==> src/mips_stage_reg.sv <==
`default_nettype none

module mips_stage_reg #(
	parameter type payload_t = logic [31:0]
) (
	input  logic     clk_i,
	input  logic     rst_n_i,
	input  logic     hold_i,
	input  logic     bubble_i,
	input  payload_t d_i,
	output payload_t q_o
);

	// A bubble wins over hold so a squash always clears the stage
	always_ff @(posedge clk_i) begin
		if (!rst_n_i || bubble_i) begin
			q_o <= '0;
		end else if (!hold_i) begin
			q_o <= d_i;
		end
	end

endmodule

`default_nettype wire

==> config.mk <==
export PLATFORM = sky130hd
export DESIGN_NAME = mips_stage_reg
export DESIGN_NICKNAME = d
export VERILOG_FILES = /design/src/mips_stage_reg.sv
export SDC_FILE = /design/constraint.sdc
export NUM_CORES = 1
export LEC_CHECK = 0
export BUFFER_PORTS_ARGS = -buffer_cell sky130_fd_sc_hd__buf_2
export CORE_ASPECT_RATIO = 2
export CORE_UTILIZATION = 42
export CTS_CLUSTER_SIZE = 10
export DETAILED_ROUTE_END_ITERATION = 10
export GPL_TIMING_DRIVEN = 1
export PLACE_DENSITY_LB_ADDON = 0.3
export SYNTH_ARGS = -nofsm -noshare
export SYNTH_HDL_FRONTEND = slang
export SYNTH_SLANG_ARGS = --single-unit
==> constraint.sdc <==
create_clock -name clk_i -period 0.9 [get_ports clk_i]
set_clock_uncertainty 0.15 [all_clocks]
set_input_delay 0.09 -clock clk_i [delete_from_list [all_inputs] [get_ports clk_i]]
set_output_delay 0.09 -clock clk_i [all_outputs]
set_load 0.01 [all_outputs]
Word-level counts from Yosys, hierarchy flattened

Index checks and enable logic that the tools add are counted.

Input bits: 36
Output and inout port bits: 32
Flip-flop bits (word level): 32

Reductions and logical operators: 2

Operators with widths:

| cell               | number |
|---|---|
| $logic_not A1 Y1   | 1 |
| $logic_or A1 B1 Y1 | 1 |

Longest topological paths before layout

Depth in word-level cells: 2
Gate-level depth with buffers: 4
Depth with buffers taken out: 2

Least setup slack after synthesis

Ideal clock, no wire load.

Path kind: input to register
Start: input port hold_i
End: register q_o[0] (netlist bit)
Setup slack: 0.078 ns
Arrival time: 0.555 ns
Cell stages on the path: 4
Buffers on the path: 2
Setup time: 0.117 ns
Data required time: 0.633 ns
Cells stage by stage: buf_6 > buf_12 > mux2i_1 > nor2_1

RTL lines:

| item                 | line | RTL |
|---|---|---|
| from (decl)          | 8    | `input logic hold_i,` |
| to (signal assigned) | 19   | `q_o <= d_i;` |
| to (decl)            | 11   | `output payload_t q_o` |

==> qor.yml <==
outcome:
  outcome: "finished with violations"
  violated_checks: "hold timing, setup timing"
timing:
  setup_violations: 38
  min_cycle_time_layout_ns: 0.978
  timing_hold_violations_final: 7
  hold_slack_ns: -0.0816
  finalWorstSetupSlack_ns: -0.0780
  timing.fmax_ghz: 1.02
  final_min_period_over_clock_period_pct: 109
  timing.max_slew.rel_slack_pct: 85.4
  grt_setup_unrepaired: "true"
  fin_tns_setup_ns: -2.06
  worstMarginPinSlew_ns: 0.213
  slew_violations: 0
drt:
  overall_via_count_from_detail_route: 1070
  routed_wire_length_um: 3290
  top_layer: "met4"
  detail_route.first_pass.iterations: 2
  drcViolationCount: 0
  wl_met3_um: 228
  dr_iter_0_viols: 3
  met1Wirelength_um: 1130
  vias_per_cell: 4.82
  antenna_violating_nets_post_route: 0
  routed-wl-met2_um: 1850
  detail_route.wl_per_cell_um: 14.8
placed_design:
  postPlaceCellArea_mm2: 0.00154
  placement.io_buffers: 67
  place.gp.congestion: 0.734
  placement.setup.worst_slack_ns: -0.0897
  place.detailed.instances: 198
  detailedPlacementHpwl_um: 1870
clocking:
  count_of_clock_tree_sinks: 32
  cts.reportedPaths.clkPinSlew_ns: 0.06
  clock_path_buffers: 2
  clk-insertion-delay-late_ns: 0.28
  cts_root_buffer: "sky130_fd_sc_hd__clkbuf_8"
  cts_stage_hold_buffer_count: 25
  cts_tree: "done"
  cts_inserted_buffers: 5
  ctsHtreeMaxLevel: 2
synthesis:
  avgSynthCellArea_um2: 11.3
  synth.yosys.seq_area_share_pct: 54.6
  post_synth_num_cell_types: 7
  netlist_area_mm2: 0.00117
  postSynthNetCount: 140
  yosys_warnings: 0
  ys_ff_latch: 32
  synthCells: 104
global_routing:
  grt_max_degree: 14
  wire_length_of_the_first_global_routing_pass_um: 5310
  grt_usage_pct: 26.2
  antenna_found_initial: 0
  gr-total-overflow: 0
  first_global_vias: 1191
worst_setup_path:
  setup.worst_path.start_class: "input port"
  critical_path_class: "input port to flop"
  worst-path-max-fanout: 1
  timing.critical_path.required_ns: 0.92
  arr_time_crit_path_ns: 1.00
  timing.critical_path.to_type: "flop"
  timing.reg2reg.setup_slack_ns: -0.05
floorplanning:
  die_h_um: 76.8
  die_w_um: 39.4
  top_level_ports: 68
  fp.coreArea_mm2: 0.00260
  row_count: 26
  design.die.area_mm2: 0.00302
  initial_utilization_pct: 45.1
layout:
  diodes: 0
  layout.cell_area.non_filler_mm2: 0.00213
  final_cells: 222
  num-nets-final: 229
  largest_registers: "q_o x32"
  n_fill_cell: 165
  drive_above_1_share_pct: 53.6
  syn2layout_area_growth_pct: 81.6
  multi_input_gate_area_in_the_final_layout_um2: 454
  register_ranked_first_by_flip_flop_count: "q_o"
  seqCellArea_um2: 681
  final_core_util_pct: 81.9
  largest_register_ffs: 32
power:
  power.static_leakage_nw: 1.08
  irDropWorstVdd_mv: 1.35
  cell_area_power_density_mw_per_mm2: 1470
  total_power_mw: 3.12
job:
  max_cap_violations: 0
hold_path:
  min_path_type: "input port to flop"
==> power by group <==
| part | internal (mW) | switching [mW] | leakage [nW] |
|---|---|---|---|
| Clock | 0.623 | 0.499 | 0.0455 |
| Sequential | 1.47 | 0.0348 | 0.275 |
| Combinational | 0.311 | 0.183 | 0.757 |
==> kinds of logic after synthesis <==
logic type             synth area share, %
buffers and inverters                 7.36
and+or+nand+nor                       10.8
muxes                                 27.3
DFF                                   54.6
==> per-layer routing <==
layer | track usage (%) | vias up
met5 | 0 | -
met4 | 14.5 | 0
met3 | 10.4 | 7
met2 | 45.8 | 51
met1 | 23.0 | 496
li1 | - | 516
==> layout make-up <==
| cell class | instances | area share [%] |
|---|---|---|
| timing repair buffer | 89 | 40.9 |
| sequential | 32 | 31.9 |
| multi-input combinational | 65 | 21.3 |
| clock buffer | 8 | 4.23 |
| tap | 28 | 1.64 |
==> cells in the mapped netlist, drive strengths merged <==
cell	instances	share of area, %
dfxtp	32	55
nor2	32	10
buf	7	7.4
nand2b	1	0.53
mux2i	32	27
==> path summary, 6_finish.rpt <==
check / from / endpoint / depth (start not counted)
setup / recovery: d_i[16] / q_o[16]$_SDFFE_PP0N_ / 4
hold / removal: d_i[22] / q_o[22]$_SDFFE_PP0N_ / 3
setup reg to reg: q_o[20]$_SDFFE_PP0N_ / q_o[20]$_SDFFE_PP0N_ / 3
hold reg to reg: q_o[22]$_SDFFE_PP0N_ / q_o[22]$_SDFFE_PP0N_ / 2
==> critical path: stages <==
cell                            delay [ns]
sky130_fd_sc_hd__dlygate4sd3_1        0.53
sky130_fd_sc_hd__buf_2                0.13
sky130_fd_sc_hd__mux2i_1              0.19
sky130_fd_sc_hd__nor2_1               0.06
==> cells in the final DEF (no fill, tap or decap) <==
cell type	instances
sky130_fd_sc_hd__dlymetal6s4s_1	8
sky130_fd_sc_hd__clkbuf_8	6
sky130_fd_sc_hd__buf_4	4
sky130_fd_sc_hd__buf_6	36
sky130_fd_sc_hd__nor2_1	32
sky130_fd_sc_hd__nand2b_1	1
sky130_fd_sc_hd__clkbuf_1	2
sky130_fd_sc_hd__mux2i_1	30
sky130_fd_sc_hd__mux2i_2	2
sky130_fd_sc_hd__buf_2	21
sky130_fd_sc_hd__dfxtp_2	32
sky130_fd_sc_hd__dlygate4sd3_1	17
sky130_fd_sc_hd__buf_12	3
==> repair_timing <==
action / CTS / global route
resized for setup: 64 / 14
setup buffers: 2 / 3
endpoints found under the hold margin: 32 / 7
pin swaps: 0 / 18
endpoints found under the setup margin: 32 / 56
Power figures use the tool's default switching activity.
