### config.mk
export PLATFORM = sky130hd
export DESIGN_NAME = mips_hazard
export DESIGN_NICKNAME = d
export VERILOG_FILES = /design/src/mips_pkg.sv /design/src/mips_hazard.sv
export SDC_FILE = /design/constraint.sdc
export NUM_CORES = 1
export LEC_CHECK = 0
export BUFFER_PORTS_ARGS = -buffer_cell sky130_fd_sc_hd__buf_2
export CELL_PAD_IN_SITES_DETAIL_PLACEMENT = 0
export CELL_PAD_IN_SITES_GLOBAL_PLACEMENT = 1
export CORE_AREA = 4 4 128 130
export DETAILED_ROUTE_END_ITERATION = 12
export DIE_AREA = 0 0 132 134
export PLACE_DENSITY = 0.75
export REMOVE_ABC_BUFFERS = 1
export SLEW_MARGIN = 40
export SYNTH_ARGS = -nofsm -noshare
export SYNTH_HDL_FRONTEND = slang
export SYNTH_SLANG_ARGS = --single-unit
### constraint.sdc
create_clock -name vclk -period 1.3
set_clock_uncertainty 0.15 [all_clocks]
set_input_delay 0.065 -clock vclk [all_inputs]
set_output_delay 0.065 -clock vclk [all_outputs]
set_load 0.005 [all_outputs]
### src/mips_pkg.sv
`default_nettype none

package mips_pkg;

	typedef logic [31:0] word_t;
	typedef logic [4:0]  reg_addr_t;
	// Instruction addresses count words, not bytes
	typedef logic [7:0]  pc_t;

	localparam int REG_COUNT  = 32;
	localparam int DMEM_WORDS = 256;
	localparam int DMEM_AW    = $clog2(DMEM_WORDS);

	// Primary opcodes
	localparam logic [5:0] OP_RTYPE = 6'h00;
	localparam logic [5:0] OP_ADDI  = 6'h08;
	localparam logic [5:0] OP_LW    = 6'h23;
	localparam logic [5:0] OP_SW    = 6'h2b;
	localparam logic [5:0] OP_BEQ   = 6'h04;
	localparam logic [5:0] OP_J     = 6'h02;

	// R-type funct field
	localparam logic [5:0] FN_ADD = 6'h20;
	localparam logic [5:0] FN_SUB = 6'h22;
	localparam logic [5:0] FN_AND = 6'h24;
	localparam logic [5:0] FN_OR  = 6'h25;
	localparam logic [5:0] FN_SLT = 6'h2a;

	typedef enum logic [2:0] {
		ALU_ADD,
		ALU_SUB,
		ALU_AND,
		ALU_OR,
		ALU_SLT
	} alu_op_e;

	typedef enum logic [1:0] {
		FWD_REG,
		FWD_MEM,
		FWD_WB
	} fwd_sel_e;

	// All zero means no-op
	typedef struct packed {
		logic    reg_write;
		logic    mem_read;
		logic    mem_write;
		logic    mem_to_reg;
		logic    branch;
		logic    jmp;
		logic    alu_src;
		alu_op_e alu_op;
	} ctrl_t;

	typedef struct packed {
		word_t instr;
		pc_t   pc;
	} fd_t;

	typedef struct packed {
		ctrl_t     ctrl;
		pc_t       pc;
		word_t     rs_val;
		word_t     rt_val;
		reg_addr_t rs;
		reg_addr_t rt;
		reg_addr_t dst;
		word_t     imm;
		pc_t       jmp_target;
	} dx_t;

	typedef struct packed {
		ctrl_t     ctrl;
		word_t     alu;
		logic      zero;
		word_t     store_data;
		reg_addr_t rt;
		reg_addr_t dst;
		pc_t       br_target;
		pc_t       jmp_target;
	} xm_t;

	typedef struct packed {
		logic      reg_write;
		logic      mem_to_reg;
		word_t     alu;
		word_t     rdata;
		reg_addr_t dst;
	} mw_t;

	typedef struct packed {
		logic      we;
		reg_addr_t dst;
		word_t     val;
	} wb_t;

endpackage

`default_nettype wire

### src/mips_hazard.sv
`default_nettype none

module mips_hazard import mips_pkg::*; (
	input  fd_t      fd_i,
	input  dx_t      dx_i,
	input  xm_t      xm_i,
	input  wb_t      wb_i,
	output logic     stall_o,
	output logic     squash_o,
	output pc_t      target_o,
	output fwd_sel_e fwd_a_o,
	output fwd_sel_e fwd_b_o,
	output logic     fwd_store_o
);

	reg_addr_t fd_rs;
	reg_addr_t fd_rt;
	logic      load_use;

	// Memory stage is younger, so it wins over writeback
	function automatic fwd_sel_e pick_src(reg_addr_t src, xm_t xm, wb_t wb);
		fwd_sel_e sel;
		sel = FWD_REG;
		if (src != '0) begin
			if (xm.ctrl.reg_write && xm.dst == src)
				sel = FWD_MEM;
			else if (wb.we && wb.dst == src)
				sel = FWD_WB;
		end
		return sel;
	endfunction

	assign fd_rs = fd_i.instr[25:21];
	assign fd_rt = fd_i.instr[20:16];

	assign load_use = dx_i.ctrl.mem_read && (dx_i.dst != '0) &&
		((dx_i.dst == fd_rs) || (dx_i.dst == fd_rt));

	assign squash_o = xm_i.ctrl.jmp || (xm_i.ctrl.branch && xm_i.zero);
	assign stall_o  = load_use && !squash_o;
	assign target_o = xm_i.ctrl.jmp ? xm_i.jmp_target : xm_i.br_target;

	assign fwd_a_o = pick_src(dx_i.rs, xm_i, wb_i);
	assign fwd_b_o = pick_src(dx_i.rt, xm_i, wb_i);

	// Store data still in flight at writeback
	assign fwd_store_o = xm_i.ctrl.mem_write && wb_i.we &&
		(xm_i.rt != '0) && (wb_i.dst == xm_i.rt);

endmodule

`default_nettype wire

=== Yosys cells after proc, flatten, opt, wreduce, memory -nomap -nowiden ===
Cells that the tools add are included.

* Bits in read-only memories: 0
* Flip-flop bits (word level): 0
* Memories kept: 0
* Bits in writable memories: 0
* Word-level logic and storage cells: 32
* Latch bits: 0

* $mul: 0
* Div/mod/pow operators: 0
* Reduce and logical (&&, ||, !) cells: 18
* Equal/unequal tests: 7
* Muxes and demuxes: 7
* Order comparisons: 0
* Bitwise operators: 0
* Add/subtract/negate cells: 0
* Shift-type cells: 0

{| class="wikitable"
|+ Operator list
! cell !! count
|-
| 5-bit equality test || 7
|-
| 5-bit nonzero test || 4
|-
| 2-bit 2-to-1 mux || 6
|-
| 1-bit logical AND || 11
|-
| 8-bit 2-to-1 mux || 1
|-
| 1-bit logical OR || 2
|-
| 1-bit logical NOT || 1
|}

=== Logic depth before layout (Yosys ltp) ===
* Word-level depth: 5
* Mapped depth: 4
* Gate-level depth less buffers: 4

=== Worst setup path before layout ===
Ideal clock, no wire load.

* Path kind: input port to output port
* Start: input dx_i[43] (netlist name)
* End: output stall_o
* Cell stages on the path: 4
* Required time: 1.085 ns
* Arrival: 0.840 ns
* Slack: 0.245 ns
* Path buffers: 0
* Cell sequence: xor2_1 nor3_2 nand3_1 a2111oi_2

* Longest elaborated chain between the ends: 4
* Elaborated cells between the ends (all ways): 7

{| class="wikitable"
|+ Ends and longest elaborated chain
! item !! RTL line !! text
|-
| start: declaration || mips_hazard.sv:5 || <nowiki>input dx_t dx_i,</nowiki>
|-
| 5-bit equality test / 5-bit nonzero test (equally long branches) || mips_hazard.sv:37, mips_hazard.sv:36 ||
|-
| 1-bit logical OR / 1-bit logical AND (equally long branches) || mips_hazard.sv:37, mips_hazard.sv:36 ||
|-
| 1-bit logical AND (*) || mips_hazard.sv:36 || <nowiki>assign load_use = dx_i.ctrl.mem_read && (dx_i.dst != '0) &&</nowiki>
|-
| 1-bit logical AND (*) || mips_hazard.sv:40 || <nowiki>assign stall_o = load_use && !squash_o;</nowiki>
|-
| end: declaration || mips_hazard.sv:8 || <nowiki>output logic stall_o,</nowiki>
|}

Every way passes the cells marked *; elsewhere a longest branch is shown, timed or not.

=== Worst setup path in the final report ===
Same ends and word-level chain as after synthesis.

==> results.py <==
metrics = {
    "critical_path": {
        "critPathBufInv": 2,
        "end_kind": "output port",
        "critPathLaunchType": "input pin",
        "cp.required_ns": 1.09,
        "startpoint": "dx_i[43]",
        "critical_path_depth": 6,
        "crit_slowest_cell": "a2111oi_2",
        "arrival_ns": 1.12,
        "cp_cell_sequence": "buf_2 -> xor2_1 -> nor3_2 -> nand3_1 -> a2111oi_2 -> buf_2",
        "critPathKind": "in -> out",
        "cpPeakStageDelay_ns": 0.30,
        "cp_max_fo": 3,
        "cpMostUsedCell": "buf_2",
        "crit_family": "simple AND/OR/NAND/NOR gates",
    },
    "detailed_routing": {
        "avgViaCountPerCell": 2.57,
        "drc": 0,
        "wl_mm": 3.80,
        "post_drt_wl_per_cell_um": 11.0,
        "via_count": 888,
        "drtPass1Iterations": 4,
        "ant_nets": 0,
        "drt_iter0_drc": 28,
    },
    "power": {
        "power.density_nw_per_um2": 272,
        "power_uw": 393,
        "ir_worst_vdd_mv": 0.0688,
        "leakage_nw": 0.589,
    },
    "sta": {
        "fmax_mhz": 749,
        "fin_crit_sh": 1.03,
        "finalSetupViolations": 2,
        "fin_hold_ws_ns": 0.276,
        "finalCriticalPeriod_ns": 1.34,
        "slew_violations": 0,
        "tns_ns": -0.0475,
        "hold_viol": 0,
        "worst_slack_ns": -0.0352,
        "worstMarginPinSlew_ns": 0.258,
        "max_slew_margin": 0.828,
        "rsz0062_at_grt": "yes",
    },
    "floorplan": {
        "die_width_um": 132,
        "num_rows": 45,
        "dieArea_um2": 17700,
        "coreArea_um2": 15100,
        "num_io_pins": 331,
        "initial_core_util": 0.0383,
        "die_y_um": 134,
    },
    "synth": {
        "synthTopCellsByArea": "xnor2_1 30%, xor2_1 21%, mux2_2 16%",
        "synth.avg_cell_area_um2": 7.74,
        "yosys-top-cells-count": "20 x xnor2_1, 14 x xor2_1, 8 x mux2_2",
        "synth_warnings": 0,
        "syn_inst": 75,
        "seq_area_frac_synth": 0,
        "syn_area_um2": 581,
        "synth_top_area_frac": 0.302,
        "synth_cell_type_count": 17,
        "synth_top_area_cell": "xnor2_1",
        "yosys.cell_count.top_type": "xnor2_1",
    },
    "global_routing": {
        "grt_max_degree": 9,
        "antenna_found_initial": 6,
        "grt_pass1_wl_mm": 5.29,
        "grt_pass1_vias": 905,
        "gr-total-overflow": 0,
        "gr-usage-all-layers": 0.0387,
    },
    "placed_design": {
        "dp_hpwl_mm": 3.50,
        "io_buffers": 78,
        "gp_congestion": 0.686,
    },
    "cells_and_area": {
        "nNetsFinal": 475,
        "area_growth_pct": 149,
        "drive_gt1_frac": 0.662,
        "clkbuf_count": 0,
        "final_util": 0.0953,
        "seq_cells": 0,
        "fillers": 1747,
        "regArea_um2": 0,
    },
    "status": {
        "violations": "negative setup slack",
        "status": "finished with violations",
    },
    "hold_path": {
        "min_path_type": "in -> out",
        "hp-start": "xm_i[1]",
        "hold_depth": 3,
    },
    "flow_run": {
        "drv_cap": 0,
    },
}
==> kinds of logic (layout without fill, tap and decap cells) <==
logic type	after synthesis	count (layout)	share of synthesized area
and+or+nand+nor	27	27	0.259
AOI/OAI and AO/OA	3	3	0.0539
xor gates and xnor gates	34	34	0.513
other	0	1	0
muxes	8	8	0.155
buffers and inverters	3	85	0.0194
==> final timing paths <==
| kind | to |
|---|---|
| setup / recovery | stall_o |
| hold / removal | target_o[1] |
==> through the flow <==
step | instance area [um2] | worst slack (ns) | cells
after floorplan | 577 | 0.245 | 74
after global placement | 1250 | -0.121 | 345
after global routing | 1440 | -0.105 | 346
after detailed placement | 1250 | -0.127 | 345
final | 1440 | -0.0352 | 346
after CTS | 1370 | -0.0723 | 345
==> report_power, final <==
group          switching (mW)   total (mW)  leakage, nW  internal [mW]
combinational           0.170        0.393        0.589          0.223
sequential                  0            0            0              0
clock                       0  0.000000103   0.00000634    0.000000103
==> cell type report <==
type / instances / area, um2 / share of cell area
Timing Repair Buffer: 83 / 539 / 0.373
Multi-Input combinational cell: 72 / 659 / 0.457
Inverter: 2 / 7.51 / 0.00520
Antenna cell: 1 / 2.50 / 0.00173
Tap cell: 188 / 235 / 0.163
==> metal layers <==
metal | vias up | GRT usage | share of wire
met2 | 67 | 0.0505 | 0.36
met4 | 8 | 0.00175 | 0.0053
li1 | 433 | - | -
met5 | - | 0 | 0.013
met3 | 10 | 0.0345 | 0.22
met1 | 370 | 0.0495 | 0.41
==> timing repair <==
action                                  4_1_cts  5_1_grt
hold buffers                                  0        0
resized for setup                            30       15
endpoints found under the setup margin        4        5
setup buffers                                 0        0
pin swaps                                    13        4
==> layout by cell type (no fill, tap or decap), drive strengths merged <==
master   synthesis  layout
nand3            5       5
xor2            14      14
or4              3       3
nor2             7       7
inv              2       2
nand4            2       2
buf              0      83
nor4b            2       2
nor3             3       3
mux2             8       8
nand2            2       2
o2111ai          1       1
a2111oi          1       1
nor4             3       3
xnor2           20      20
a21o             1       1
diode            0       1
(Power assumes the default switching activity.)
