### config.mk
export PLATFORM = sky130hd
export DESIGN_NAME = mips_decode
export DESIGN_NICKNAME = d
export VERILOG_FILES = /design/src/mips_pkg.sv /design/src/mips_decode.sv
export SDC_FILE = /design/constraint.sdc
export NUM_CORES = 2
export LEC_CHECK = 0
export BUFFER_PORTS_ARGS = -buffer_cell sky130_fd_sc_hd__buf_4
export CELL_PAD_IN_SITES_DETAIL_PLACEMENT = 1
export CELL_PAD_IN_SITES_GLOBAL_PLACEMENT = 1
export CORE_MARGIN = 4
export CORE_UTILIZATION = 47
export CTS_CLUSTER_SIZE = 25
export DETAILED_ROUTE_END_ITERATION = 7
export PLACE_DENSITY_LB_ADDON = 0.1
export SETUP_SLACK_MARGIN = 0.2
export SLEW_MARGIN = 20
export SYNTH_ARGS = -nofsm -noshare
export SYNTH_HDL_FRONTEND = slang
export SYNTH_SLANG_ARGS = --single-unit
### constraint.sdc
create_clock -name clk_i -period 2.8 [get_ports clk_i]
set_input_delay 0 -clock clk_i [delete_from_list [all_inputs] [get_ports clk_i]]
set_output_delay 0 -clock clk_i [all_outputs]
set_load 0.05 [all_outputs]
### src/mips_pkg.sv
`default_nettype none

package mips_pkg;

	typedef logic [31:0] word_t;
	typedef logic [4:0]  reg_addr_t;
	// Instruction addresses count words, not bytes
	typedef logic [7:0]  pc_t;

	localparam int REG_COUNT  = 32;
	localparam int DMEM_WORDS = 256;
	localparam int DMEM_AW    = $clog2(DMEM_WORDS);

	// Primary opcodes
	localparam logic [5:0] OP_RTYPE = 6'h00;
	localparam logic [5:0] OP_ADDI  = 6'h08;
	localparam logic [5:0] OP_LW    = 6'h23;
	localparam logic [5:0] OP_SW    = 6'h2b;
	localparam logic [5:0] OP_BEQ   = 6'h04;
	localparam logic [5:0] OP_J     = 6'h02;

	// R-type funct field
	localparam logic [5:0] FN_ADD = 6'h20;
	localparam logic [5:0] FN_SUB = 6'h22;
	localparam logic [5:0] FN_AND = 6'h24;
	localparam logic [5:0] FN_OR  = 6'h25;
	localparam logic [5:0] FN_SLT = 6'h2a;

	typedef enum logic [2:0] {
		ALU_ADD,
		ALU_SUB,
		ALU_AND,
		ALU_OR,
		ALU_SLT
	} alu_op_e;

	typedef enum logic [1:0] {
		FWD_REG,
		FWD_MEM,
		FWD_WB
	} fwd_sel_e;

	// All zero means no-op
	typedef struct packed {
		logic    reg_write;
		logic    mem_read;
		logic    mem_write;
		logic    mem_to_reg;
		logic    branch;
		logic    jmp;
		logic    alu_src;
		alu_op_e alu_op;
	} ctrl_t;

	typedef struct packed {
		word_t instr;
		pc_t   pc;
	} fd_t;

	typedef struct packed {
		ctrl_t     ctrl;
		pc_t       pc;
		word_t     rs_val;
		word_t     rt_val;
		reg_addr_t rs;
		reg_addr_t rt;
		reg_addr_t dst;
		word_t     imm;
		pc_t       jmp_target;
	} dx_t;

	typedef struct packed {
		ctrl_t     ctrl;
		word_t     alu;
		logic      zero;
		word_t     store_data;
		reg_addr_t rt;
		reg_addr_t dst;
		pc_t       br_target;
		pc_t       jmp_target;
	} xm_t;

	typedef struct packed {
		logic      reg_write;
		logic      mem_to_reg;
		word_t     alu;
		word_t     rdata;
		reg_addr_t dst;
	} mw_t;

	typedef struct packed {
		logic      we;
		reg_addr_t dst;
		word_t     val;
	} wb_t;

endpackage

`default_nettype wire

### src/mips_decode.sv
`default_nettype none

module mips_decode import mips_pkg::*; (
	input  logic clk_i,
	input  logic rst_n_i,
	input  fd_t  fd_i,
	input  mw_t  mw_i,
	output dx_t  dx_o,
	output wb_t  wb_o
);

	logic [5:0] opcode;
	logic [5:0] funct;
	reg_addr_t  rs;
	reg_addr_t  rt;
	reg_addr_t  rd;
	ctrl_t      ctrl;
	reg_addr_t  dst;
	word_t      regs [REG_COUNT];

	assign opcode = fd_i.instr[31:26];
	assign rs     = fd_i.instr[25:21];
	assign rt     = fd_i.instr[20:16];
	assign rd     = fd_i.instr[15:11];
	assign funct  = fd_i.instr[5:0];

	// Main controller
	always_comb begin
		ctrl = '0;
		dst  = rd;
		case (opcode)
			OP_RTYPE: begin
				ctrl.reg_write = 1'b1;
				case (funct)
					FN_ADD:  ctrl.alu_op = ALU_ADD;
					FN_SUB:  ctrl.alu_op = ALU_SUB;
					FN_AND:  ctrl.alu_op = ALU_AND;
					FN_OR:   ctrl.alu_op = ALU_OR;
					FN_SLT:  ctrl.alu_op = ALU_SLT;
					default: ctrl = '0;
				endcase
			end
			OP_ADDI: begin
				ctrl.reg_write = 1'b1;
				ctrl.alu_src   = 1'b1;
				dst            = rt;
			end
			OP_LW: begin
				ctrl.reg_write  = 1'b1;
				ctrl.mem_read   = 1'b1;
				ctrl.mem_to_reg = 1'b1;
				ctrl.alu_src    = 1'b1;
				dst             = rt;
			end
			OP_SW: begin
				ctrl.mem_write = 1'b1;
				ctrl.alu_src   = 1'b1;
			end
			OP_BEQ: begin
				ctrl.branch = 1'b1;
				ctrl.alu_op = ALU_SUB;
			end
			OP_J:    ctrl.jmp = 1'b1;
			default: ctrl = '0;
		endcase
	end

	// Writeback select, r0 never reported as written
	always_comb begin
		wb_o.we  = mw_i.reg_write && (mw_i.dst != '0);
		wb_o.dst = mw_i.dst;
		wb_o.val = mw_i.mem_to_reg ? mw_i.rdata : mw_i.alu;
	end

	always_ff @(posedge clk_i) begin
		if (!rst_n_i) begin
			for (int i = 0; i < REG_COUNT; i++) begin
				regs[i] <= '0;
			end
		end else if (wb_o.we) begin
			regs[wb_o.dst] <= wb_o.val;
		end
	end

	// Reads see a same-cycle write
	always_comb begin
		dx_o.ctrl       = ctrl;
		dx_o.pc         = fd_i.pc;
		dx_o.rs         = rs;
		dx_o.rt         = rt;
		dx_o.dst        = dst;
		dx_o.imm        = {{16{fd_i.instr[15]}}, fd_i.instr[15:0]};
		dx_o.jmp_target = fd_i.instr[7:0];
		if (rs == '0)
			dx_o.rs_val = '0;
		else if (wb_o.we && wb_o.dst == rs)
			dx_o.rs_val = wb_o.val;
		else
			dx_o.rs_val = regs[rs];
		if (rt == '0)
			dx_o.rt_val = '0;
		else if (wb_o.we && wb_o.dst == rt)
			dx_o.rt_val = wb_o.val;
		else
			dx_o.rt_val = regs[rt];
	end

endmodule

`default_nettype wire

After elaboration in Yosys (flattened, before gate mapping)
Memory sizes are Yosys's and may differ from the RTL's.
Index checks and enable logic that the tools add are counted.
{"block": "op_classes", "eq_ne": 12, "n_mux": 23, "reduce_logical": 11}
{"operator": "32-bit two-way mux", "count": 6}
{"operator": "6-bit equality test, second input constant", "count": 7}
{"operator": "32-bit OR reduction", "count": 1}
{"operator": "1-bit one-hot mux with 2 select lines", "count": 7}
{"operator": "3-bit one-hot mux with 4 select lines", "count": 1}
{"operator": "5-bit equality test", "count": 2}
{"operator": "5-bit zero test", "count": 2}
{"operator": "5-bit two-way mux", "count": 2}
{"operator": "7-bit two-way mux", "count": 1}
{"operator": "6-bit by 2-bit equality test with 1-bit output, second input constant", "count": 1}
{"operator": "6-bit by 3-bit equality test with 1-bit output, second input constant", "count": 1}
{"operator": "6-bit by 4-bit equality test with 1-bit output, second input constant", "count": 1}
{"operator": "6-bit zero test", "count": 1}
{"operator": "3-bit one-hot mux with 2 select lines", "count": 1}
{"operator": "1-bit two-way mux", "count": 5}
{"operator": "5-bit nonzero test", "count": 1}
{"operator": "5-bit OR reduction", "count": 1}
{"operator": "1-bit logical AND", "count": 3}
{"operator": "3-bit OR reduction", "count": 1}
{"operator": "2-bit OR reduction", "count": 1}
{"block": "word_totals", "reg_bits": 0, "ram_bits": 1024, "input_bits": 113, "out_inout_bits": 175, "word_cells": 47, "memories": 1}
{"memory": "regs", "depth": 32, "word_bits": 32, "read_ports": 2, "rd_ports_with_merged_regs": 0, "wr": 32, "line": "mips_decode.sv:19", "rtl": "word_t regs [REG_COUNT];"}

Logic depth before layout (Yosys ltp)
{"block": "depth", "depth_word": 7, "ltp_mapped": 11, "depth_no_buf": 7}

Worst setup path after synthesis
Ideal clock, no wire load.
{"block": "synth_timing", "path_kind": "input to register", "from": "in rst_n_i", "to": "mem regs[12][0] in the netlist's numbering, enable pin", "setup_time_ns": 0.389, "t_arrival_ns": 2.583, "required_ns": 2.411, "setup_slack_ns": -0.173, "cell_stages": 6, "n_path_buf": 2, "path_cell_list": "clkbuf_1 > inv_1 > nor4_1 > nand2_1 > clkbuf_1 > nand2_1"}
{"element": "start, declared", "line": "mips_decode.sv:5", "rtl": "input logic rst_n_i,"}
{"element": "end, declared", "line": "mips_decode.sv:19"}

==> flow_summary_export.csv <==
group,metric,value,unit
yosys,synth_top_family_by_area,"multiplexers",
setup_path,timing.critical_path.arrival,2910,ps
timing,timing.final.setup_violations,4,
power,ir_drop,0.000467,V
clock_network,tritoncts,"built",
setup_path,crit_fanout,2,
finish,largest_registers,"regs (1024)",
route,detail_route.wl_per_cell,37.3,um
yosys,synthSimpleGateAreaFrac,0.0996,
clock_network,path_clk_slew,60,ps
power,power.static_leakage,24.1,nW
floorplan,num_io_pins,288,
yosys,ys.flop_type,"sky130_fd_sc_hd__edfxtp_1",
route,drc,0,
yosys,synth-adder-area-share,0,
setup_path,crit_path_end_kind,"primary output",
power,power_density,622,mW/mm^2
timing,setup_repair_after_global_routing_missed_its_margin,"yes",
clock_network,cts_made_buffers,113,
place,dp_hpwl,141,mm
finish,diodes,0,
yosys,ys_types,60,
setup_path,critical_path_required,2800,ps
route,first_iter_violations,5978,
finish,mostFrequentLayoutCell,"sky130_fd_sc_hd__nor2_1",
clock_network,clock_sink_count,1024,
finish,multi_input_combinational_cell_area,0.0228,sq mm
timing,post-route-period-util,1.04,
global_routing,grt_pass1_vias,42300,
global_routing,grt_first_pass_wirelength,316,mm
timing,period_minus_slack,2910,ps
yosys,netlist_area,0.0541,sq mm
finish,post_layout_inst_area,0.0657,sq mm
timing,finalMaxSlewViolations,0,
floorplan,coreArea,0.114,sq mm
clock_network,cts_root_buf,"sky130_fd_sc_hd__clkbuf_16",
outcome,run_status,"finished, violations left",
place,placement.cell_area,0.0598,sq mm
finish,max_flop_register,"regs",
finish,largest_register_ff_count,1024,
power,total_power,40.9,mW
finish,n_fill_cell,10900,
global_routing,grt_max_degree,64,
setup_path,critPathKind,"reg2out",
timing,worstMarginPinSlew,1160,ps
hold_path,worstHoldPathType,"in2out",
floorplan,vertical_die_dimension,347,um
clock_network,ctsHtreeMaxLevel,3,
yosys,synth-compound-area-share,0.0574,
outcome,violations,"setup timing",
route,wl,225,mm
place,pre_cts_slack,84.1,ps
yosys,yosys-mux-area-fraction,0.226,
route,detailroute.via_count,41300,
finish,syn_to_final_growth,21.5,%
finish,final_layout_size_suffix_gt1_frac,0.336,
global_routing,overflow,0,
global_routing,initial_antenna_violation_count,1,
clock_network,cts_buffer_depth,3,
floorplan,initial_util,0.473,
floorplan,floorplan.die.width,347,um
floorplan,dieArea,0.121,sq mm
timing,fmax,343,MHz
run,max_cap_viol_count,0,
route,vias_per_cell,6.84,
timing,timing.final.hold_violations,0,
yosys,ys.warnings.count,0,
finish,finish.net_count,4541,
timing,max-slew-margin-rel,0.229,
timing,setup_ws,-115,ps
place,place.port_buffers,259,
yosys,part_of_the_yosys_area_used_for_sequential_elements,0.569,
finish,register_area,0.0307,sq mm
place,place_congestion,0.893,
yosys,synth-xor-area-share,0.00162,
yosys,syn-instance-count,4069,
setup_path,worstSetupStartpointType,"flip-flop",
yosys,synthArstFlopShare,0,
yosys,synth_area_per_cell,13.3,sq um
finish,layout_common_cells,"1039 x sky130_fd_sc_hd__nor2_1, 1024 x sky130_fd_sc_hd__edfxtp_1, 525 x sky130_fd_sc_hd__buf_4, 404 x sky130_fd_sc_hd__mux4_2, 261 x sky130_fd_sc_hd__mux2i_1",
yosys,synth.ff_latch_count,1024,
route,drtAntennaViolNets,0,
global_routing,global_route.usage.total,0.367,
route,detail_route.first_pass.iterations,6,
floorplan,rows,124,
yosys,synth_edf_count,1024,
-- cells by family after synthesis --
family,after synthesis
buf+inv,535
compound gates,429
flops,1024
simple gates,1353
xor+xnor,10
mux,717
other cells,1
-- repair_timing --
item	4_1_cts	5_1_grt
buffers inserted	9	12
cloned	0	1
hold endpoints to repair	833	15
hold buffers	68	1
resized for setup	194	76
setup endpoints to repair	54	58
pin swaps	43	30
-- worst paths after layout --
kind	start	endpoint	slack, ps	cells after the start
worst max-delay path	regs[11][5]	dx_o[60]	-110	6
worst min-delay path	fd_i[17]	dx_o[17]	0.02	0
-- Yosys cell counts, types with 32 or more instances --
| library cell | n | area [sq um] |
|---|---|---|
| sky130_fd_sc_hd__mux4_2 | 404 | 9100 |
| sky130_fd_sc_hd__a21oi_1 | 77 | 385 |
| sky130_fd_sc_hd__nor2_1 | 1041 | 3910 |
| sky130_fd_sc_hd__edfxtp_1 | 1024 | 30700 |
| sky130_fd_sc_hd__nor3_1 | 33 | 165 |
| sky130_fd_sc_hd__a211oi_1 | 63 | 473 |
| sky130_fd_sc_hd__buf_4 | 106 | 796 |
| sky130_fd_sc_hd__inv_1 | 43 | 161 |
| sky130_fd_sc_hd__mux2i_1 | 301 | 3010 |
| sky130_fd_sc_hd__clkbuf_1 | 299 | 1120 |
| sky130_fd_sc_hd__a22oi_1 | 32 | 240 |
| sky130_fd_sc_hd__a221oi_1 | 75 | 657 |
| sky130_fd_sc_hd__o21ai_0 | 38 | 190 |
| sky130_fd_sc_hd__buf_2 | 60 | 300 |
| sky130_fd_sc_hd__nand2_1 | 179 | 672 |
-- worst max-delay path: stages, from the launching register on --
cell and delay (ps):
sky130_fd_sc_hd__edfxtp_1 420, sky130_fd_sc_hd__mux4_2 500, sky130_fd_sc_hd__mux4_2 570, sky130_fd_sc_hd__a211oi_2 300
sky130_fd_sc_hd__buf_4 200, sky130_fd_sc_hd__a21oi_2 40, sky130_fd_sc_hd__buf_6 180
-- routing by layer --
metal  up-vias  track usage  wire (um)
li1      16100            -          -
met4         2        0.200      13800
met1     21500        0.486      81900
met2      3097        0.570     103000
met3       559       0.0796      26500
met5         -            0         11
-- cell type report --
type                    count  share of cell area
inverters                  46             0.00263
well taps                1512              0.0288
repair buffers            702              0.0971
clock buffers             134              0.0449
multi-input cells        2541               0.347
clock inverters            76              0.0114
flip-flops and latches   1024               0.468
-- power by group --
| part | internal [mW] | leakage (nW) | switching [mW] |
|---|---|---|---|
| logic | 2.80 | 12.5 | 4.60 |
| clock network | 8.84 | 1.81 | 6.42 |
| registers | 17.7 | 9.75 | 0.473 |
| total | 29.4 | 24.1 | 11.5 |
-- stage by stage --
stage                util  instances  setup TNS (ps)  hold WS, ps
floorplan               -       4100               0          167
global placement    0.523       5735               0        0.341
detailed placement  0.523       5735               0        0.341
CTS                 0.570       6022            -175        0.172
global route        0.575       6035            -338       0.0956
finish              0.575       6035            -150       0.0165
No activity file was read; power rests on OpenSTA's default activity.
