==> src/mips_pkg.sv <==
`default_nettype none

package mips_pkg;

	typedef logic [31:0] word_t;
	typedef logic [4:0]  reg_addr_t;
	// Instruction addresses count words, not bytes
	typedef logic [7:0]  pc_t;

	localparam int REG_COUNT  = 32;
	localparam int DMEM_WORDS = 256;
	localparam int DMEM_AW    = $clog2(DMEM_WORDS);

	// Primary opcodes
	localparam logic [5:0] OP_RTYPE = 6'h00;
	localparam logic [5:0] OP_ADDI  = 6'h08;
	localparam logic [5:0] OP_LW    = 6'h23;
	localparam logic [5:0] OP_SW    = 6'h2b;
	localparam logic [5:0] OP_BEQ   = 6'h04;
	localparam logic [5:0] OP_J     = 6'h02;

	// R-type funct field
	localparam logic [5:0] FN_ADD = 6'h20;
	localparam logic [5:0] FN_SUB = 6'h22;
	localparam logic [5:0] FN_AND = 6'h24;
	localparam logic [5:0] FN_OR  = 6'h25;
	localparam logic [5:0] FN_SLT = 6'h2a;

	typedef enum logic [2:0] {
		ALU_ADD,
		ALU_SUB,
		ALU_AND,
		ALU_OR,
		ALU_SLT
	} alu_op_e;

	typedef enum logic [1:0] {
		FWD_REG,
		FWD_MEM,
		FWD_WB
	} fwd_sel_e;

	// All zero means no-op
	typedef struct packed {
		logic    reg_write;
		logic    mem_read;
		logic    mem_write;
		logic    mem_to_reg;
		logic    branch;
		logic    jmp;
		logic    alu_src;
		alu_op_e alu_op;
	} ctrl_t;

	typedef struct packed {
		word_t instr;
		pc_t   pc;
	} fd_t;

	typedef struct packed {
		ctrl_t     ctrl;
		pc_t       pc;
		word_t     rs_val;
		word_t     rt_val;
		reg_addr_t rs;
		reg_addr_t rt;
		reg_addr_t dst;
		word_t     imm;
		pc_t       jmp_target;
	} dx_t;

	typedef struct packed {
		ctrl_t     ctrl;
		word_t     alu;
		logic      zero;
		word_t     store_data;
		reg_addr_t rt;
		reg_addr_t dst;
		pc_t       br_target;
		pc_t       jmp_target;
	} xm_t;

	typedef struct packed {
		logic      reg_write;
		logic      mem_to_reg;
		word_t     alu;
		word_t     rdata;
		reg_addr_t dst;
	} mw_t;

	typedef struct packed {
		logic      we;
		reg_addr_t dst;
		word_t     val;
	} wb_t;

endpackage

`default_nettype wire

==> src/mips_fetch.sv <==
`default_nettype none

module mips_fetch import mips_pkg::*; (
	input  logic clk_i,
	input  logic rst_n_i,
	input  logic stall_i,
	input  logic squash_i,
	input  pc_t  target_i,
	output pc_t  pc_o
);

	pc_t pc_q;

	// Redirect beats stall, stall beats increment
	always_ff @(posedge clk_i) begin
		if (!rst_n_i) begin
			pc_q <= '0;
		end else if (squash_i) begin
			pc_q <= target_i;
		end else if (!stall_i) begin
			pc_q <= pc_q + 8'd1;
		end
	end

	assign pc_o = pc_q;

endmodule

`default_nettype wire

==> config.mk <==
export PLATFORM = sky130hd
export DESIGN_NAME = mips_fetch
export DESIGN_NICKNAME = d
export VERILOG_FILES = /design/src/mips_pkg.sv /design/src/mips_fetch.sv
export SDC_FILE = /design/constraint.sdc
export NUM_CORES = 1
export LEC_CHECK = 0
export BUFFER_PORTS_ARGS = -buffer_cell sky130_fd_sc_hd__buf_2
export CORE_AREA = 2 2 39 41
export DETAILED_ROUTE_END_ITERATION = 7
export DIE_AREA = 0 0 41 43
export PLACE_DENSITY = 0.71
export SETUP_SLACK_MARGIN = 0.5
export SYNTH_ARGS = -nofsm -noshare
export SYNTH_HDL_FRONTEND = slang
export SYNTH_SLANG_ARGS = --single-unit
==> constraint.sdc <==
create_clock -name clk_i -period 2.01 [get_ports clk_i]
set_input_delay 0.1005 -clock clk_i [delete_from_list [all_inputs] [get_ports clk_i]]
set_output_delay 0.1005 -clock clk_i [all_outputs]
set_load 0.01 [all_outputs]
=== Yosys cells after proc, flatten, opt, wreduce, memory -nomap -nowiden ===
Cells that the tools add are included.

* Word-level logic and storage cells: 5
* Output and inout port bits: 8
* Bits in registers: 8
* Bits of input ports: 12

* Multiplexer cells: 2
* Eq/ne operators: 1
* Add/subtract/negate cells: 1

{| class="wikitable"
|+ Operators by type and width
! cell !! count
|-
| $mux 8 || 2
|-
| $add 8x1->8 const B || 1
|-
| $ne 2x1->1 const B || 1
|}

=== Depth between registers and ports, before layout ===
Gate-level depths: netlist of run 1.

* Depth after elaboration: 3
* Depth in mapped cells: 4
* Depth with buffers taken out: 4

=== Worst setup path before layout of run 1 ===
No wires, ideal clock.

* Path type: flip-flop to flip-flop
* From: register pc_q[0], in the netlist pc_o[0]
* To: register pc_q[4], in the netlist pc_o[4]
* Stages on the path, launching flop included: 5
* Buffers on the path: 0
* Arrival time: 1.246 ns
* Slack: 0.690 ns
* Setup time: 0.074 ns
* Clock period less this slack: 1.320 ns
* Data required time: 1.936 ns
* Cell sequence: dfxtp_1 -> ha_1 -> nand2b_4 -> or3_1 -> a31oi_1

* Cells in the longest elaborated chain, start to end: 3

{| class="wikitable"
|+ RTL lines
! what !! RTL line !! source
|-
| start, declared || mips_fetch.sv:12 || <nowiki>pc_t pc_q;</nowiki>
|-
| start signal, assigned || mips_fetch.sv:19 || <nowiki>pc_q <= target_i;</nowiki>
|-
| start signal, assigned || mips_fetch.sv:21 || <nowiki>pc_q <= pc_q + 8'd1;</nowiki>
|-
| $add 8x1->8 || mips_fetch.sv:21 ||
|-
| $mux 8 || mips_fetch.sv:20 || <nowiki>end else if (!stall_i) begin</nowiki>
|-
| $mux 8 || mips_fetch.sv:18 || <nowiki>end else if (squash_i) begin</nowiki>
|}

Every way passes these cells. The select of a mux whose other input is x is not followed.
A chain may end at the register's enable or synchronous reset.

=== Final worst setup path of run 1 ===
Ends and elaborated chain as after synthesis.

==> metrics.md, run 1 <==
| Metric | Value |
|---|---|
| Crit path buf inv count | `0` |
| Top Family by Delay on Critical Path | `flip-flops` |
| Post-synth top area cell | `dfxtp_1` |
| Synth top area share | `34.1%` |
| IO Pins | `20` |
| Top cells by area, synth | `dfxtp_1 34%, o21ai_0 11%, nand4b_4 5.1%` |
| Clock Latency Late Sink | `260 ps` |
| Core Region | `1380 um^2` |
| Run status | `completed` |
| Routability cong. | `0.754` |
| Max FFs per register | `8` |
| Slew Limit Fails | `0` |
| Max IR drop VDD | `0.261 mV` |
| First-pass GRT wire length | `1750 um` |
| CP Class | `reg -> reg` |
| Share of cells above drive strength 1 | `34.7%` |
| CP max-delay cell | `dfxtp_1` |
| Hpwl dp | `794 um` |
| Drt initial violations | `0` |
| Via count | `449` |
| Initial antenna violation count | `0` |
| Fin crit share | `66.2%` |
| Antenna diode count | `0` |
| Gr ovfl total | `0` |
| Worst-path clk slew | `50 ps` |
| Total iterations of the first detailed-routing run | `1` |
| Average wire per standard cell | `11.5 um` |
| Crit-path max FO | `5` |
| Std-Cell Rows | `14` |
| Routed vias/inst | `5.10` |
| Top cells by count, synth | `10 x o21ai_0, 8 x dfxtp_1, 6 x nand2_1` |
| Clock Skews | `2.67 ps` |
| Nets | `87` |
| Met3 usage | `4.71%` |
| CTS tree | `done` |
| Number of clock buffers inserted by TritonCTS | `3` |
| Critical Path, Cell by Cell | `ha_1, nand2b_4, or3_1, a31oi_1` |
| Final setup violation count | `0` |
| Crit path time final | `1330 ps` |
| Layout area overhead | `25.1%` |
| Power density cells | `640 nW/um^2` |
| Synthesized Nets | `66` |
| Post-route DRC | `0` |
| Fraction of registers with async set/reset | `0%` |
| Total wire length | `1010 um` |
| Pleak | `0.290 nW` |
| Die Wd | `41 um` |
| CTS Hold Buffers Added | `0` |
| Busiest grt layer | `met2` |
| Synthesized instance count | `53` |
| Total Neg Setup Slack | `0 ps` |
| YS warnings | `0` |
| Final core occ | `42.4%` |
| # Post-CTS Setup Buffers | `0` |
| Register area share after synthesis | `34.1%` |
| Synthesized area per cell | `8.85 um^2` |
| Top-count cell post-synth | `o21ai_0` |
| Clock sinks | `8` |
| Fmax | `0.751 GHz` |
| Critical Path RT | `2190 ps` |
| Worst-margin pin slew | `266 ps` |
| Worst setup EP type | `flop` |
| Worst EP arrival | `1520 ps` |
| Number of flops mapped to enable cells by yosys | `0` |
| Mapped Area | `469 um^2` |
| Largest net degree at the start of global routing | `12` |
| GR Util met2 | `21.9%` |
| RSZ-0062 raised after global routing | `false` |
| Final Hold Viols | `0` |
| Root buffer cell | `clkbuf_4` |
| Port-buffer cells | `19` |
| Netlist cell types | `25` |
| Antenna-violating nets left | `0` |
| CTS Buffer Depth | `2` |
| Htree depth | `1` |
| Number of max-cap violations | `0` |
| Slew headroom | `82.0%` |
| FF+latch count, synth | `8` |
| Die footprint | `1760 um^2` |
| Hold WC Path Type | `in -> reg` |
| Initial core utilization | `33.9%` |
| Die Ht | `43 um` |
| Vias in the first global route | `437` |
| Total GRT Usage | `15.1%` |
| Met1 Use GR | `17.0%` |
| Largest stage delay on the critical path | `440 ps` |
| CP Launch Type | `flop` |
| Most used DFF post-synth | `dfxtp_1` |
| # resized after CTS | `0` |
## cell usage in the layout (no fill, tap or decap), types with 2 or more instances in the layout
cell type,instances
buf_2,19
o21ai_0,10
dfxtp_1,8
nand2_1,6
or3_1,3
a31oi_1,3
clkbuf_4,3
and2_1,2
xor2_1,2
nor2_1,2
## metrics by stage
step | area, um^2 | setup WS [ps] | hold slack (ps) | instances | power (W)
floorplan | 469 | 690 | 279 | 53 | 0.000228
global placement | 564 | 731 | 367 | 85 | 0.000253
detailed placement | 564 | 675 | 388 | 85 | 0.000255
CTS | 587 | 660 | 118 | 88 | 0.000382
global route | 587 | 579 | 133 | 88 | 0.000399
finish | 587 | 679 | 117 | 88 | 0.000375
## per-layer routing
| layer | up-vias | routed length [um] |
|---|---|---|
| li1 | 230 | - |
| met1 | 198 | 437 |
| met2 | 18 | 460 |
| met3 | 3 | 86 |
| met4 | 0 | 30 |
| met5 | - | 0 |
## worst min-delay path, delay by kind of cell
family / cells / cell delay [ps]
AO/OA/AOI/OAI: 2 / 160
buffers and inverters: 1 / 70
## cell type report
class | count | area (um^2)
fill | 151 | 797
multi-input combinational | 41 | 285
sequential | 8 | 160
timing repair buffer | 19 | 95.1
clock buffer | 3 | 22.5
tap | 16 | 20.0
inverter | 1 | 3.75
## where the power goes
group           total, W  switching, W  internal [W]  leakage [nW]
clock           0.000125     0.0000568     0.0000685        0.0138
sequential      0.000186     0.0000161      0.000170        0.0664
combinational  0.0000638     0.0000314     0.0000324         0.209
## logic make-up (layout without fill, tap and decap cells)
| family | Yosys count | count (layout) | share of synthesized area (%) |
|---|---|---|---|
| mux | 1 | 1 | 2.13 |
| flops | 8 | 8 | 34.1 |
| xor+xnor | 3 | 3 | 5.60 |
| fa+ha+maj | 1 | 1 | 2.67 |
| compound gates | 17 | 17 | 22.4 |
| simple gates | 19 | 19 | 28.0 |
| buf+inv | 4 | 23 | 5.06 |
## final timing paths
path	start	to	slack (ps)	cells past startpoint
worst max-delay path	pc_o[0]	pc_o[4]	680	4
worst max register to register	pc_o[0]	pc_o[4]	680	4
worst min register to register	pc_o[5]	pc_o[5]	530	2
worst min-delay path	target_i[3]	pc_o[3]	120	3
No activity file was read; power rests on OpenSTA's default activity.
==> run 2, diff against run 1 <==
Settings changed: ABC_AREA from default to 1, PLACE_DENSITY 0.71 to 0.78.
Clock period 2.01 ns to 1.1 ns, I/O delays scaled along.
==> run 2 against run 1 <==
  * Clock skew shrank 1.6 ps
  * Combinational power grew to 2.7 times the previous value
  * Wire length increased by 42%
  * First-iteration DRC count rose by 13
  * Die area did not move
  * Flip-flop and latch count did not move
  * Non-clock buffer count up 5
  * Critical path type unchanged
  * Critical endpoint unchanged
  * Largest cell class unchanged
  * Highest routed layer unchanged
==> metrics.md, run 2 <==
| Metric | Value |
|---|---|
| Run status | `completed` |
| Root buffer cell | `clkbuf_4` |
| FF+latch count, synth | `8` |
| Die footprint | `1760 um^2` |
| Post-route DRC | `0` |
| Synthesized Nets | `93` |
| Initial core utilization | `37.7%` |
| Clock Latency Late Sink | `260 ps` |
| Worst hold start | `rst_n_i` |
| Via count | `602` |
| Top cells by count, synth | `20 x nand2_1, 11 x inv_1, 10 x nand3_1` |
| Largest net degree at the start of global routing | `9` |
| Final Power | `0.000751 W` |
| Worst-path clk slew | `60 ps` |
| Final core occ | `56.2%` |
| Layout area overhead | `49.2%` |
| Crit path buf inv count | `0` |
| Clock Skews | `1.11 ps` |
| Crit Reg-Reg Startpoint | `pc_o[0]` |
| Max FFs per register | `8` |
| Worst setup EP type | `flop` |
| Synthesized instance count | `80` |
| Crit path time final | `1030 ps` |
| Critical Path, Cell by Cell | `ha_4, nand2_4, o21bai_1, nand2_1, a31oi_1` |
| Post-Synth Adder-Cell Area | `2.40%` |
| Initial antenna violation count | `0` |
| RSZ-0062 raised after global routing | `true` |
| Top Family by Delay on Critical Path | `flip-flops` |
| Total wire length | `1440 um` |
| Post-synth top area cell | `dfxtp_1` |
| Mux cell area share after synthesis | `0%` |
| Vias in the first global route | `517` |
| Slew Limit Fails | `0` |
| Synthesized area per cell | `6.52 um^2` |
| Fraction of registers with async set/reset | `0%` |
| Total iterations of the first detailed-routing run | `4` |
| Number of clock buffers inserted by TritonCTS | `3` |
| Number of flops mapped to enable cells by yosys | `0` |
| Critical path launch point | `pc_o[0]` |
| CTS Buffer Depth | `2` |
| Gr ovfl total | `0` |
| Fin crit share | `93.9%` |
| Final setup violation count | `0` |
| Port-buffer cells | `19` |
| Number of max-cap violations | `0` |
| Synth Area in XOR/XNOR | `1.68%` |
| CP max-delay cell | `dfxtp_4` |
| Mapped Area | `522 um^2` |
| Antenna-violating nets left | `0` |
| IO Pins | `20` |
| Placed Area | `656 um^2` |
| CP Class | `reg -> reg` |
| Die Wd | `41 um` |
| Fmax | `0.969 GHz` |
| Most common cell after layout, fill and taps aside | `nand2_1` |
| Multi-input logic area | `322 um^2` |
| Max IR drop VDD | `0.616 mV` |
| Register area share after synthesis | `30.7%` |
| Hold WC Path Type | `in -> reg` |
| Highest-count cells in the layout ignoring fill and taps | `20 x nand2_1, 13 x buf_2, 10 x nand3_1, 10 x inv_1` |
| Pleak | `0.362 nW` |
| First-pass GRT wire length | `2290 um` |
| Routability cong. | `0.829` |
| Top-count cell post-synth | `nand2_1` |
| Hpwl dp | `954 um` |
| Die Ht | `43 um` |
| Final Cell Area | `778 um^2` |
| Average wire per standard cell | `11.8 um` |
| Critical Path RT | `1290 ps` |
| Antenna diode count | `0` |
| Total GRT Usage | `19.8%` |
| Core Region | `1380 um^2` |
| Hold WS | `17.2 ps` |
| Htree depth | `1` |
| CTS Hold Buffers Added | `0` |
| Final Hold Viols | `0` |
| Routed vias/inst | `4.93` |
| Worst-margin pin slew | `216 ps` |
| Clock sinks | `8` |
| Netlist cell types | `20` |
| FF/Latch Area | `184 um^2` |
| YS warnings | `0` |
| Fillers | `123` |
| Largest stage delay on the critical path | `380 ps` |
| Largest family of logic cells by synthesized area | `simple AND/OR/NAND/NOR gates` |
| Worst EP arrival | `1220 ps` |
| Final worst-path setup slack | `67.5 ps` |
| Nets | `121` |
| Compound-Gate Fraction of Synth Area | `15.1%` |
| Top cells by area, synth | `dfxtp_1 31%, nand2_1 14%, nand3_1 9.6%` |
| Std-Cell Rows | `14` |
| Simple-gate share of the synthesized area | `36.5%` |
| Crit-path max FO | `5` |
| CP Launch Type | `flop` |
| Drt initial violations | `13` |
| CTS tree | `done` |
| Synth top area share | `30.7%` |
| Power density cells | `965 nW/um^2` |
| Share of cells above drive strength 1 | `46.2%` |
| Most used DFF post-synth | `dfxtp_1` |
| Post-place setup slack | `76.9 ps` |
| Slew headroom | `85.6%` |
[run 2: cell types whose count changed after synthesis, sizes merged, moves of 3 or more]
cell,before,now
o21ai,10,7
nand2,6,24
a21oi,1,4
inv,1,13
nor2,2,6
or3,3,0
nand3,1,11
[run 2: layout make-up]
class,count,area share [%]
clock buffer,3,2.89
inverter,14,7.72
multi-input combinational,57,41.3
sequential,8,23.6
tap,16,2.57
timing repair buffer,24,21.9
[run 2: logic make-up after synthesis]
kind of cell	after synthesis
xor gates and xnor gates	1
AOI/OAI and AO/OA	14
adders and majority gates	1
and+or+nand+nor	41
buffers and inverters	15
DFF	8
[run 2: power by group]
group,total [W],switching (W),internal (W)
Clock,0.000242,0.000116,0.000126
Combinational,0.000175,0.0000880,0.0000870
Sequential,0.000333,0.0000280,0.000305
[run 2: worst min-delay path: cells and delay by family]
kind                   cells  cell delay (ps)
AND/OR/NAND/NOR            1               50
buffers and inverters      2              150
[run 2: per-layer routing]
metal	track usage, %	routed length [um]	vias up
met3	5.24	69	4
li1	-	-	311
met5	0	0	-
met2	29.4	727	17
met4	8.00	23	0
met1	26.1	619	270
[run 2: repair_timing]
item | CTS | global route
cloned | 0 | 0
gates resized for setup | 8 | 6
setup buffers | 2 | 3
endpoints found under the setup margin | 16 | 16
pin swaps | 3 | 0
[run 2: through the flow]
step / cells / setup TNS (ps)
floorplan: 80 / 0
global placement: 114 / 0
detailed placement: 114 / 0
CTS: 119 / 0
global route: 122 / -0.739
finish: 122 / 0
[run 2: final timing paths]
check | end | slack (ps) | cells after the start
min | pc_o[1] | 20 | 3
min reg2reg | pc_o[4] | 550 | 2
max reg2reg | pc_o[4] | 70 | 5
max | pc_o[4] | 70 | 5
==> run 3, diff against run 2 <==
Settings changed: PLACE_DENSITY 0.78 to 0.75.
Clock period 1.1 ns to 1 ns, I/O delays scaled along.
==> run 3 against run 2 <==
  * The run now ends with setup timing left
  * Critical path type unchanged
  * Sequential power up 9.0%
  * Total power increased by 15%
  * Highest routed layer unchanged
  * Clock power rose by 21%
  * Worst setup slack worse by 120 ps
  * Critical path depth up 1
  * Die area is the same
  * Core utilization grew 0.99 points
  * Clock skew about the same
  * Critical endpoint unchanged
  * Wire length rose by 5.6%
  * Worst hold slack worse by 2.0 ps
==> metrics.md, run 3 (synthesized netlist as in run 2, its figures left out) <==
| Metric | Value |
|---|---|
| CTS Buffer Depth | `2` |
| Routed vias/inst | `4.86` |
| Total GRT Usage | `20.1%` |
| Worst-margin pin slew | `227 ps` |
| Final setup violation count | `2` |
| Die footprint | `1760 um^2` |
| Gr ovfl total | `0` |
| Slew headroom | `84.8%` |
| Clock Latency Late Sink | `270 ps` |
| Initial core utilization | `37.7%` |
| Total wire length | `1520 um` |
| Share of cells above drive strength 1 | `46.3%` |
| Hpwl dp | `970 um` |
| Final Hold Viols | `0` |
| Vias in the first global route | `581` |
| Fillers | `131` |
| CP Class | `reg -> reg` |
| Nets | `122` |
| Max IR drop VDD | `0.724 mV` |
| Number of clock buffers inserted by TritonCTS | `3` |
| Layout area overhead | `51.8%` |
| Violated checks | `setup timing` |
| Psw | `0.000267 W` |
| Clock sinks | `8` |
| Total iterations of the first detailed-routing run | `4` |
| Largest net degree at the start of global routing | `8` |
| Std-Cell Rows | `14` |
| CP Launch Type | `flop` |
| Port-buffer cells | `19` |
| Final worst-path setup slack | `-55.7 ps` |
| Die Ht | `43 um` |
| Switching share of power | `31.0%` |
| CTS Hold Buffers Added | `0` |
| Most common cell after layout, fill and taps aside | `nand2_1` |
| Die Wd | `41 um` |
| First-pass GRT wire length | `2360 um` |
| Antenna-violating nets left | `0` |
| Power density cells | `1090 nW/um^2` |
| Worst setup EP type | `flop` |
| Fin crit share | `106%` |
| Total Neg Setup Slack | `-80.2 ps` |
| Run status | `complete, but fails checks` |
| Max FFs per register | `8` |
| Post-route DRC | `0` |
| Combinational share of power | `23.8%` |
| Fmax | `0.947 GHz` |
| Slew Limit Fails | `0` |
| Crit path time final | `1060 ps` |
| Core Region | `1380 um^2` |
| Hold WC Path Type | `in -> reg` |
| Critical Path RT | `1180 ps` |
| IO Pins | `20` |
| CTS tree | `done` |
| Htree depth | `1` |
| Clock share of power | `34.0%` |
| Final core occ | `57.2%` |
| Drt initial violations | `6` |
| Sequential share of power | `42.2%` |
| Internal power | `0.000593 W` |
| Pleak | `0.372 nW` |
| Routability cong. | `0.781` |
| Crit-path max FO | `4` |
| Worst EP arrival | `1230 ps` |
| Antenna diode count | `0` |
| Clock Skews | `0.650 ps` |
| Average wire per standard cell | `12.3 um` |
| RSZ-0062 raised after global routing | `true` |
| Initial antenna violation count | `0` |
| Hold WS | `15.2 ps` |
| Root buffer cell | `clkbuf_4` |
| Via count | `603` |
| Number of max-cap violations | `0` |
| Highest-count cells in the layout ignoring fill and taps | `19 x nand2_1, 13 x buf_2, 11 x inv_1` |
| Worst-path clk slew | `60 ps` |
## run 3: cell types whose count changed in the layout (fill, tap and decap cells not counted)
cell and change:
a21oi_1 +1, a21oi_2 -1, buf_6 +1, clkbuf_1 +1, inv_1 +1, inv_2 -1, nand2_1 -1, nand2_2 +1
nand3_1 -1, nand3_2 +1, nor2_2 +1, nor2_4 -1
## run 3: per-layer routing
metal	up-vias	share of wire [%]	wire, um	track usage (%)
met1	267	41	623	23.5
met3	5	3.2	48	3.14
li1	311	-	-	-
met5	-	0	0	0
met2	20	53	812	32.2
met4	0	2.3	35	12.0
## run 3: area by class of cell
cell class                 count  area, um^2  area share, %
timing repair buffer          25         181           22.9
sequential                     8         184           23.2
clock buffer                   4        26.3           3.32
inverter                      14        60.1           7.58
multi-input combinational     57         320           40.4
tap                           16        20.0           2.53
## run 3: critical path: stages, from the launching register on
cell and delay [ps]:
dfxtp_4 360, ha_4 160, nand2_4 80, nor2_4 40
nor2_1 100, nand2_1 70, a31oi_1 160
## run 3: through the flow
step	area [um^2]	setup slack (ps)	instances	total power, W
2_1_floorplan	552	8.24	80	0.000461
3_3_place_gp	663	1.57	115	0.000521
3_5_place_dp	663	-33.3	115	0.000524
4_1_cts	771	-17.0	123	0.000843
5_1_grt	792	-124	124	0.000901
6_report	792	-55.7	124	0.000860
## run 3: final timing paths
kind | startpoint | end | slack [ps] | cells after the start
min reg2reg | pc_o[7] | pc_o[7] | 590 | 4
max | pc_o[0] | pc_o[4] | -60 | 6
min | rst_n_i | pc_o[1] | 20 | 3
max reg2reg | pc_o[0] | pc_o[4] | -60 | 6
## run 3: power groups by stage
stage	Combinational [W]	Clock [W]	Sequential [W]
6_report	0.000205	0.000293	0.000363
5_1_grt	0.000226	0.000309	0.000366
4_1_cts	0.000190	0.000289	0.000364
3_5_place_dp	0.000152	0	0.000372
3_3_place_gp	0.000150	0	0.000371
2_1_floorplan	0.0000826	0	0.000379
## run 3: what timing repair did
action                     4_1_cts  5_1_grt
buffers inserted                 4        1
hold endpoints to repair         0        0
setup endpoints to repair       16       16
resized for setup               10        4
pin swaps                        6        2
